--- src/rtl/ecc_pkg.sv ---
`default_nettype none

package ecc_pkg;

    // ==============================
    // Code geometry.
    // ==============================
    localparam int DATA_WIDTH   = 25;
    localparam int PARITY_WIDTH = 6;
    localparam int CODE_WIDTH   = DATA_WIDTH + PARITY_WIDTH;

    // Error classes, bit 0 single and bit 1 double.
    localparam logic [1:0] ERR_NONE   = 2'b00;
    localparam logic [1:0] ERR_SINGLE = 2'b01;
    localparam logic [1:0] ERR_DOUBLE = 2'b10;

    // Stored codeword, as fields or as one flat vector.
    typedef union packed {
        struct packed {
            logic [PARITY_WIDTH-1:0] parity;
            logic [DATA_WIDTH-1:0]   data;
        } code;
        logic [CODE_WIDTH-1:0] raw;
    } ecc_word_u;

    // ==============================
    // Check bit generation.
    // ==============================
    function automatic logic [PARITY_WIDTH-1:0] ecc_encode(input logic [DATA_WIDTH-1:0] d);
        logic [PARITY_WIDTH-1:0] p;
        p[0] = d[0] ^ d[1] ^ d[3] ^ d[4] ^ d[6] ^ d[8] ^ d[10] ^
               d[11] ^ d[13] ^ d[15] ^ d[17] ^ d[19] ^ d[21] ^ d[23];
        p[1] = d[0] ^ d[2] ^ d[3] ^ d[5] ^ d[6] ^ d[9] ^ d[10] ^
               d[12] ^ d[13] ^ d[16] ^ d[17] ^ d[20] ^ d[21] ^ d[24];
        p[2] = d[1] ^ d[2] ^ d[3] ^ d[7] ^ d[8] ^ d[9] ^ d[10] ^
               d[14] ^ d[15] ^ d[16] ^ d[17] ^ d[22] ^ d[23] ^ d[24];
        p[3] = d[4] ^ d[5] ^ d[6] ^ d[7] ^ d[8] ^ d[9] ^ d[10] ^
               d[18] ^ d[19] ^ d[20] ^ d[21] ^ d[22] ^ d[23] ^ d[24];
        p[4] = ^d[24:11];
        // Extra check bit, makes every data column odd weight.
        p[5] = d[0] ^ d[1] ^ d[2] ^ d[4] ^ d[5] ^ d[7] ^ d[10] ^ d[11] ^
               d[12] ^ d[14] ^ d[17] ^ d[18] ^ d[21] ^ d[23] ^ d[24];
        return p;
    endfunction

    // Returns the data flip mask; class goes out through err_class.
    function automatic logic [DATA_WIDTH-1:0] ecc_decode(
        input  logic [PARITY_WIDTH-1:0] syndrome,
        output logic [1:0]              err_class
    );
        logic [DATA_WIDTH-1:0] flip;
        flip = '0;
        if (syndrome == '0) begin
            err_class = ERR_NONE;
        end else if ($onehot(syndrome)) begin
            err_class = ERR_SINGLE; // Check bit hit.
        end else begin
            err_class = ERR_DOUBLE;
            for (int i = 0; i < DATA_WIDTH; i++) begin
                if (syndrome == ecc_encode(DATA_WIDTH'(1) << i)) begin
                    flip[i]   = 1'b1;
                    err_class = ERR_SINGLE;
                end
            end
        end
        return flip;
    endfunction

endpackage

`default_nettype wire

--- src/rtl/mem_pkg.sv ---
`default_nettype none

package mem_pkg;

    // ==============================
    // Write side.
    // ==============================
    typedef struct packed {
        logic [ecc_pkg::DATA_WIDTH-1:0] data;
        logic [ecc_pkg::CODE_WIDTH-1:0] inj;  // Flip mask on the stored codeword.
    } wr_req_t;

    // ==============================
    // Read side.
    // ==============================
    typedef struct packed {
        logic                           valid;
        logic [ecc_pkg::DATA_WIDTH-1:0] data;
        logic                           sbit_err; // Corrected.
        logic                           dbit_err; // Detected, not corrected.
    } rd_result_t;

endpackage

`default_nettype wire

--- src/rtl/ecc_correct_stage.sv ---
`timescale 1ns/1ps
`default_nettype none

module ecc_correct_stage (
    input  logic                clk,
    input  logic                rst,
    input  logic                raw_valid,
    input  ecc_pkg::ecc_word_u  raw_word,
    input  logic                raw_bypass,
    output mem_pkg::rd_result_t rd_result
);

    import ecc_pkg::*;

    logic [PARITY_WIDTH-1:0] syndrome;
    logic [DATA_WIDTH-1:0]   flip;
    logic [1:0]              err_class;
    logic [DATA_WIDTH-1:0]   data_fix;
    logic                    sbit;
    logic                    dbit;

    // ==============================
    // Syndrome and decode.
    // ==============================
    always_comb begin
        syndrome = ecc_encode(raw_word.code.data) ^ raw_word.code.parity;
        flip     = ecc_decode(syndrome, err_class);
    end

    // Flip mask is zero on a double error, so raw data passes.
    always_comb begin
        if (raw_bypass) begin
            data_fix = raw_word.code.data;
            sbit     = 1'b0;
            dbit     = 1'b0;
        end else begin
            data_fix = raw_word.code.data ^ flip;
            sbit     = (err_class == ERR_SINGLE);
            dbit     = (err_class == ERR_DOUBLE);
        end
    end

    // ==============================
    // Result register.
    // ==============================
    always_ff @(posedge clk) begin
        rd_result.data     <= data_fix;
        rd_result.sbit_err <= sbit;
        rd_result.dbit_err <= dbit;
        if (rst) begin
            rd_result.valid <= 1'b0;
        end else begin
            rd_result.valid <= raw_valid;
        end
    end

    a_flags_exclusive: assert property (
        @(posedge clk) disable iff (rst)
        rd_result.valid |-> !(rd_result.sbit_err && rd_result.dbit_err)
    );

    // Bypass request one cycle back shows up as a clean result.
    a_bypass_no_flags: assert property (
        @(posedge clk) disable iff (rst)
        (raw_valid && raw_bypass) |=> (!rd_result.sbit_err && !rd_result.dbit_err)
    );

endmodule

`default_nettype wire

--- src/rtl/ecc_encode_stage.sv ---
`timescale 1ns/1ps
`default_nettype none

module ecc_encode_stage #(
    parameter int  DEPTH = 16,
    localparam int AW    = $clog2(DEPTH)
) (
    input  logic                           clk,
    input  logic                           rst,
    input  logic                           wr_en,
    input  logic [AW-1:0]                  wr_addr,
    input  mem_pkg::wr_req_t               wr_req,
    output logic                           enc_en,
    output logic [AW-1:0]                  enc_addr,
    output ecc_pkg::ecc_word_u             enc_word,
    output logic [ecc_pkg::CODE_WIDTH-1:0] enc_inj
);

    import ecc_pkg::*;

    always_ff @(posedge clk) begin
        if (wr_en) begin // Payload held between writes.
            enc_addr             <= wr_addr;
            enc_inj              <= wr_req.inj;
            enc_word.code.data   <= wr_req.data;
            enc_word.code.parity <= ecc_encode(wr_req.data);
        end
        if (rst) begin
            enc_en <= 1'b0;
        end else begin
            enc_en <= wr_en;
        end
    end

    a_enc_en_known: assert property (
        @(posedge clk) disable iff (rst) !$isunknown(enc_en)
    );

endmodule

`default_nettype wire

--- src/rtl/ecc_mem_top.sv ---
`timescale 1ns/1ps
`default_nettype none

module ecc_mem_top #(
    parameter int  DEPTH = 16,
    localparam int AW    = $clog2(DEPTH)
) (
    input  logic                clk,
    input  logic                rst,
    input  logic                wr_en,
    input  logic [AW-1:0]       wr_addr,
    input  mem_pkg::wr_req_t    wr_req,
    input  logic                rd_en,
    input  logic [AW-1:0]       rd_addr,
    input  logic                rd_bypass,
    output mem_pkg::rd_result_t rd_result
);

    import ecc_pkg::*;

    // ==============================
    // Stage links.
    // ==============================
    logic                  enc_en;
    logic [AW-1:0]         enc_addr;
    ecc_word_u             enc_word;
    logic [CODE_WIDTH-1:0] enc_inj;
    logic                  raw_valid;
    ecc_word_u             raw_word;
    logic                  raw_bypass;

    ecc_encode_stage #(.DEPTH(DEPTH)) u_encode (
        .clk      (clk),
        .rst      (rst),
        .wr_en    (wr_en),
        .wr_addr  (wr_addr),
        .wr_req   (wr_req),
        .enc_en   (enc_en),
        .enc_addr (enc_addr),
        .enc_word (enc_word),
        .enc_inj  (enc_inj)
    );

    ecc_store #(.DEPTH(DEPTH)) u_store (
        .clk        (clk),
        .rst        (rst),
        .enc_en     (enc_en),
        .enc_addr   (enc_addr),
        .enc_word   (enc_word),
        .enc_inj    (enc_inj),
        .rd_en      (rd_en),
        .rd_addr    (rd_addr),
        .rd_bypass  (rd_bypass),
        .raw_valid  (raw_valid),
        .raw_word   (raw_word),
        .raw_bypass (raw_bypass)
    );

    ecc_correct_stage u_correct (
        .clk        (clk),
        .rst        (rst),
        .raw_valid  (raw_valid),
        .raw_word   (raw_word),
        .raw_bypass (raw_bypass),
        .rd_result  (rd_result)
    );

endmodule

`default_nettype wire

--- src/rtl/ecc_store.sv ---
`timescale 1ns/1ps
`default_nettype none

module ecc_store #(
    parameter int  DEPTH = 16,
    localparam int AW    = $clog2(DEPTH)
) (
    input  logic                           clk,
    input  logic                           rst,
    input  logic                           enc_en,
    input  logic [AW-1:0]                  enc_addr,
    input  ecc_pkg::ecc_word_u             enc_word,
    input  logic [ecc_pkg::CODE_WIDTH-1:0] enc_inj,
    input  logic                           rd_en,
    input  logic [AW-1:0]                  rd_addr,
    input  logic                           rd_bypass,
    output logic                           raw_valid,
    output ecc_pkg::ecc_word_u             raw_word,
    output logic                           raw_bypass
);

    import ecc_pkg::*;

    logic [CODE_WIDTH-1:0] mem [DEPTH];

    // ==============================
    // Write with fault injection.
    // ==============================
    always_ff @(posedge clk) begin
        if (enc_en) begin
            mem[enc_addr] <= enc_word.raw ^ enc_inj;
        end
    end

    // ==============================
    // Registered read.
    // ==============================
    always_ff @(posedge clk) begin
        if (rd_en) begin
            raw_word.raw <= mem[rd_addr]; // Old word on a same-edge write.
            raw_bypass   <= rd_bypass;
        end
        if (rst) begin
            raw_valid <= 1'b0;
        end else begin
            raw_valid <= rd_en;
        end
    end

    a_wr_addr_range: assert property (
        @(posedge clk) disable iff (rst) enc_en |-> (enc_addr < DEPTH)
    );

    a_rd_addr_range: assert property (
        @(posedge clk) disable iff (rst) rd_en |-> (rd_addr < DEPTH)
    );

endmodule

`default_nettype wire

--- config.mk ---
export PLATFORM = sky130hd
export DESIGN_NAME = ecc_mem_top
export DESIGN_NICKNAME = d
export VERILOG_FILES = /design/src/rtl/ecc_pkg.sv /design/src/rtl/mem_pkg.sv /design/src/rtl/ecc_correct_stage.sv /design/src/rtl/ecc_encode_stage.sv /design/src/rtl/ecc_mem_top.sv /design/src/rtl/ecc_store.sv
export SDC_FILE = /design/constraint.sdc
export NUM_CORES = 1
export LEC_CHECK = 0
export ABC_AREA = 1
export BUFFER_PORTS_ARGS = -buffer_cell sky130_fd_sc_hd__buf_2
export CAP_MARGIN = 20
export CELL_PAD_IN_SITES_DETAIL_PLACEMENT = 1
export CELL_PAD_IN_SITES_GLOBAL_PLACEMENT = 1
export CORE_ASPECT_RATIO = 0.8
export CORE_MARGIN = 1
export CORE_UTILIZATION = 45
export CTS_CLUSTER_SIZE = 24
export DETAILED_ROUTE_END_ITERATION = 8
export GPL_ROUTABILITY_DRIVEN = 1
export GPL_TIMING_DRIVEN = 0
export PLACE_DENSITY = 0.72
export RECOVER_POWER = 25
export REMOVE_ABC_BUFFERS = 1
export SLEW_MARGIN = 20
export SYNTH_ARGS = -nofsm -noshare
export SYNTH_HDL_FRONTEND = slang
export SYNTH_SLANG_ARGS = --single-unit
--- constraint.sdc ---
create_clock -name clk -period 4.6 [get_ports clk]
set_input_delay 0.46 -clock clk [delete_from_list [all_inputs] [get_ports clk]]
set_output_delay 0.46 -clock clk [all_outputs]
set_load 0.02 [all_outputs]
After elaboration in Yosys (flattened, before gate mapping)

Memories as Yosys holds them, arrays and structs flattened. A register that Yosys moved wholly into a read port is not among the register bits.
Index checks and enable logic that the tools add are counted.

Memories: 1
Logic and storage cells: 237
Memory bits (writable): 496
Bits of input ports: 69
Output and inout bits: 28
Register bits: 97

Memory list:

| name        | depth | bits a word | read ports | clocked after memory_dff | wr ports | line            | RTL |
|---|---|---|---|---|---|---|---|
| u_store.mem | 16    | 31          | 1          | 1                        | 1        | ecc_store.sv:24 | `logic [CODE_WIDTH-1:0] mem [DEPTH];` |

Mux-type cells: 57
Reduce and logical (&&, ||, !) cells: 3
Add/subtract/negate cells: 5
Bitwise operators: 133
Equality and inequality tests: 28

Operators with widths:

| operator                                            | number |
|---|---|
| bitwise XOR 1 bit                                   | 130 |
| equality test 6 bit, second input constant          | 15 |
| 2-to-1 mux 25 bit                                   | 3 |
| 2-to-1 mux 2 bit                                    | 27 |
| equality test 6 x 5 -> 1 bit, second input constant | 6 |
| bitwise XOR 31 bit                                  | 1 |
| parity 14 bit                                       | 2 |
| 2-to-1 mux 1 bit                                    | 27 |
| bitwise XOR 25 bit                                  | 1 |
| equality test 6 x 4 -> 1 bit, second input constant | 3 |
| adder 1 x 1 -> 2 bit                                | 3 |
| adder 3 bit                                         | 2 |
| equality test 6 x 3 -> 1 bit, second input constant | 1 |
| logical NOT 6 bit                                   | 1 |
| bitwise XOR 6 bit                                   | 1 |
| equality test 3 x 1 -> 1 bit, second input constant | 1 |
| equality test 2 x 1 -> 1 bit, second input constant | 1 |
| equality test 2 bit, second input constant          | 1 |

Logic depth before layout (Yosys ltp)

Depth after elaboration: 44
Mapped depth: 24
Gate-level depth less buffers: 23

Cells and area by module

Synthesis repeated with hierarchy kept, for this count alone.

Cells, all modules: 2844
Area total of the unflattened synthesis: 28609.9 um^2

By module, submodules not included:

| module            | area an instance (um^2) | cells each | instances | sequential area each (um^2) |
|---|---|---|---|---|
| ecc_store         | 22653.0                 | 2089       | 1         | 15875.2 |
| ecc_encode_stage  | 3188.1                  | 300        | 1         | 2001.9 |
| ecc_correct_stage | 2768.9                  | 455        | 1         | 560.5 |

Worst setup path after synthesis

No wires, ideal clock.

Path type: register -> register
Start: reg u_store.raw_word[10] (netlist bit) (read register of u_store.mem)
End: reg u_correct.rd_result[17] (netlist name)
Required time: 4477 ps
Arrival time: 3110 ps
Path slack: 1367 ps
Library setup time: 123 ps
Stages on the path, launching flop included: 23
Clock period less this slack: 3233 ps
Buffers on the path: 2
Path through: edfxtp_1 -> buf_2 -> nor2_1 -> inv_1 -> nand2_1 -> nand2_1 -> nand2_1 -> nand2_1 -> nand2_1 -> nand2_1 -> nand2_1 -> nand2_1 -> nand2_1 -> inv_1 -> ha_1 -> fa_1 -> ha_1 -> nor2_1 -> nand2_1 -> nand3_1 -> clkbuf_1 -> nor2_1 -> xor2_1

Cells in the longest elaborated chain, start to end: 17
Elaborated cells between the ends (all ways): 55
Classes of those cells: add/sub: 5; eq/ne: 2; mux: 4; bitwise: 43; reduce/logical: 1

Ends and longest elaborated chain:

| what                                                                                   | line                                   | RTL |
|---|---|---|
| from (decl)                                                                            | ecc_store.sv:18                        | `output ecc_pkg::ecc_word_u raw_word,` |
| bitwise XOR 1 bit (on tied branches) (8 in a row)                                      | n/a                                    |  |
| bitwise XOR 6 bit *                                                                    | ecc_correct_stage.sv:26                | `syndrome = ecc_encode(raw_word.code.data) ^ raw_word.code.parity;` |
| adder 1 x 1 -> 2 bit (not written as such) / bitwise XOR 6 bit (equally long branches) | ecc_pkg.sv:55, ecc_correct_stage.sv:26 |  |
| adder 3 bit (not written as such) / adder 1 x 1 -> 2 bit (equally long branches)       | ecc_pkg.sv:55                          | `end else if ($onehot(syndrome)) begin` |
| adder 3 bit (not written as such)                                                      | ecc_pkg.sv:55                          |  |
| equality test 3 x 1 -> 1 bit                                                           | ecc_pkg.sv:55                          |  |
| 2-to-1 mux 25 bit                                                                      | ecc_pkg.sv:55                          |  |
| 2-to-1 mux 25 bit *                                                                    | ecc_pkg.sv:53                          | `if (syndrome == '0) begin` |
| bitwise XOR 25 bit *                                                                   | ecc_correct_stage.sv:37                | `data_fix = raw_word.code.data ^ flip;` |
| 2-to-1 mux 25 bit *                                                                    | ecc_correct_stage.sv:32                | `if (raw_bypass) begin` |
| via u_correct.data_fix[15]                                                             | ecc_correct_stage.sv:18                | `logic [DATA_WIDTH-1:0] data_fix;` |

The timed path passes the listed nets; every way through them passes the cells marked *.
A chain may end at the register's enable or synchronous reset.

Worst setup path in the final report

Start: reg u_store.raw_word[10] (netlist bit) (read register of u_store.mem)
End: reg u_correct.rd_result[24] (netlist name)

Cells in the longest elaborated chain, start to end: 17
Elaborated cells between the ends (all ways): 55
Classes of those cells: add/sub: 5; eq/ne: 2; mux: 4; bitwise: 43; reduce/logical: 1

Ends and longest elaborated chain:

| what                                                                                   | line |
|---|---|
| bitwise XOR 1 bit (on tied branches) (8 in a row)                                      | n/a |
| bitwise XOR 6 bit *                                                                    | ecc_correct_stage.sv:26 |
| adder 1 x 1 -> 2 bit (not written as such) / bitwise XOR 6 bit (equally long branches) | ecc_pkg.sv:55, ecc_correct_stage.sv:26 |
| adder 3 bit (not written as such) / adder 1 x 1 -> 2 bit (equally long branches)       | ecc_pkg.sv:55 |
| adder 3 bit (not written as such)                                                      | ecc_pkg.sv:55 |
| equality test 3 x 1 -> 1 bit                                                           | ecc_pkg.sv:55 |
| 2-to-1 mux 25 bit                                                                      | ecc_pkg.sv:55 |
| 2-to-1 mux 25 bit *                                                                    | ecc_pkg.sv:53 |
| bitwise XOR 25 bit *                                                                   | ecc_correct_stage.sv:37 |
| 2-to-1 mux 25 bit *                                                                    | ecc_correct_stage.sv:32 |
| via u_correct.data_fix[22]                                                             | ecc_correct_stage.sv:18 |

Marked as above.

==> flow_summary.json <==
{
  "numCtsBuffers": 61,
  "cp.required_ns": 5.14,
  "io_pins": 97,
  "drt_iter0_drc": 1525,
  "total_power_mw": 13.7,
  "crit_family": "simple AND/OR/NAND/NOR gates",
  "globalRouteTotalUtil_pct": 26.2,
  "drv_slew": 85,
  "grt_max_degree": 136,
  "synth_area_mm2": 0.0266,
  "routabilityCongestion": 0.855,
  "drc": 0,
  "die_w_um": 274,
  "port_buffers": 96,
  "grt_use_met3_pct": 3.26,
  "cts-htree-levels": 2,
  "crit_top_cell": "nand2_1",
  "violations": "capacitance limit, slew limit",
  "grt_pass1_wl_mm": 117,
  "irDropWorstVdd_mv": 0.393,
  "synth_edf_count": 594,
  "wl_per_cell_um": 24.0,
  "power_density_mw_per_mm2": 444,
  "fin_worst_skew_ns": 0.0352,
  "die_h_um": 219,
  "cp_cell_sequence": "xor2_1 -> inv_1 -> nand2_1 -> nand2_1 -> nand3_1 -> nand2_1 -> nand2_1 -> nand2_1 -> inv_1 -> ha_1 -> fa_1 -> ha_1 -> xnor2_1 -> nand2_1 -> nand3_2 -> nor2_1 -> xor2_1",
  "place_area_mm2": 0.0285,
  "antenna_left": 0,
  "synthArstFlopShare_pct": 0,
  "worstMarginPinSlew_ns": 3.30,
  "cts_tree": "done",
  "final_area_mm2": 0.0309,
  "slew_headroom_pct": -120,
  "finalWirelength_mm": 77.6,
  "clk_latency_ns": 0.65,
  "met2_usage_pct": 43.6,
  "finalHoldViolCount": 0,
  "dr.pass1.iters": 5,
  "crit_buf_inv": 2,
  "vias": 18400,
  "synth.yosys.warnings": 0,
  "worstSetupPathType": "reg -> reg",
  "coreArea_mm2": 0.0582,
  "worst_path_max_delay_cell": "edfxtp_1",
  "post-route-period-util_pct": 86.6,
  "netlist_instances": 2298,
  "grt_pass1_vias": 19300,
  "fill_cells": 5945,
  "viasPerCell": 5.68,
  "critPathArrivalTime_ns": 4.52,
  "cts_buffer_depth": 3,
  "dpl.hpwl_mm": 48.2,
  "start_kind": "flop",
  "grtUsageMet1_pct": 35.8,
  "synth-seq-cells": 624,
  "min_period_ns": 3.98,
  "ys_seq_area_share_pct": 69.4,
  "p_leak_nw": 11.2,
  "synthFlopType": "edfxtp_1",
  "drv_cap": 2,
  "synth.distinct_cells": 24,
  "cp-end-kind": "flop",
  "cp_max_fo": 25,
  "clock_sinks": 624,
  "finalSetupViolCount": 0,
  "area.growth.synth_to_final_pct": 16.4,
  "drive_gt1_share_pct": 9.21,
  "fmax_mhz": 251,
  "rsz0062_at_grt": "no",
  "start_util_pct": 45.6,
  "layout_common_cells": "594 x edfxtp_1, 423 x nor2_1, 352 x nand2_1",
  "dieArea_mm2": 0.0600,
  "mostFrequentLayoutCell": "edfxtp_1",
  "antenna_found_initial": 2,
  "antenna_cells": 0,
  "busiest_layer": "met2",
  "final_nets": 2499,
  "grt-ovfl-total": 0,
  "cp_slowest_stage_delay_ns": 0.75,
  "row_count": 79,
  "min_path_type": "in -> reg",
  "cts_root_buf": "clkbuf_16",
  "status": "complete, but fails checks",
  "clkTransAtPathRegs_ns": 0.06,
  "synth_area_per_cell_um2": 11.6
}
final cells by class:
type	instances	area, um^2	area share [%]
Clock inverter	37	413	1.33
Timing Repair Buffer	174	1800	5.82
Sequential cell	624	18400	59.6
Inverter	101	387	1.25
Tap cell	769	962	3.11
Clock buffer	78	1600	5.17
Multi-Input combinational cell	1452	7340	23.7
path summary, 6_finish.rpt:
path	depth (start not counted)	slack (ns)	startpoint	to
max	17	0.62	u_store.raw_word[10]	u_correct.rd_result[24]
min	1	0.12	wr_req[35]	u_encode.enc_word[4]
max reg2reg	17	0.62	u_store.raw_word[10]	u_correct.rd_result[24]
min reg2reg	2	0.43	u_store.raw_valid	u_correct.rd_result[27]
logic make-up (layout without fill, tap and decap cells):
| kind of cell | count (synthesis) | after routing | share of synthesized area, % |
|---|---|---|---|
| simple gates | 920 | 920 | 13.7 |
| flops | 624 | 624 | 69.4 |
| compound gates | 409 | 409 | 8.87 |
| buf+inv | 222 | 390 | 3.65 |
| xor+xnor | 107 | 107 | 3.53 |
| fa+ha+maj | 16 | 16 | 0.810 |
state kept, by name, summed over array words and instances (netlist names):
register,cells
u_encode.enc_addr,4
u_store.mem,496
u_encode.enc_inj,31
u_correct.rd_result,28
u_encode.enc_en,1
u_store.raw_bypass,1
u_encode.enc_word,31
u_store.raw_valid,1
u_store.raw_word,31
synthesized netlist by cell type, types with 22 or more instances:
master	number	area (um^2)
inv_1	89	334
dfxtp_1	30	601
o21ai_0	164	821
clkbuf_1	51	191
nand3_1	110	551
buf_2	47	235
xor2_1	85	744
o21ai_1	121	606
nand2_1	352	1320
nor2_1	438	1640
o211ai_1	124	931
xnor2_1	22	193
edfxtp_1	594	17800
per-layer routing:
metal  share of wire, %  vias to the layer above  wire length (um)
li1                   -                     8268                 -
met1                 43                     9395             33600
met2                 48                      574             37600
met3                5.6                      138              4340
met4                2.6                        0              2050
met5                  0                        -                 0
stage by stage:
stage               cells  hold slack [ns]  setup TNS [ns]  setup WS, ns  util, %
floorplan            2177            0.388               0          1.20        -
finish               3235            0.118               0         0.618     53.1
CTS                  3234           0.0143               0         0.324     53.1
detailed placement   3082            0.402               0         0.332     49.0
global placement     3042            0.405         -190.52         -5.95     47.1
global route         3235            0.109               0         0.243     53.1
timing repair:
action,CTS,global route
gates resized for setup,0,1
hold buffers,37,0
setup endpoints to repair,0,6
hold endpoints to repair,37,0
setup buffers,0,0
power by group:
group          switching (mW)  internal, mW  leakage [nW]
registers               0.138          6.63          5.68
clock network            2.20          2.91         0.975
logic                    1.32         0.541          4.54
Power figures use the tool's default switching activity.
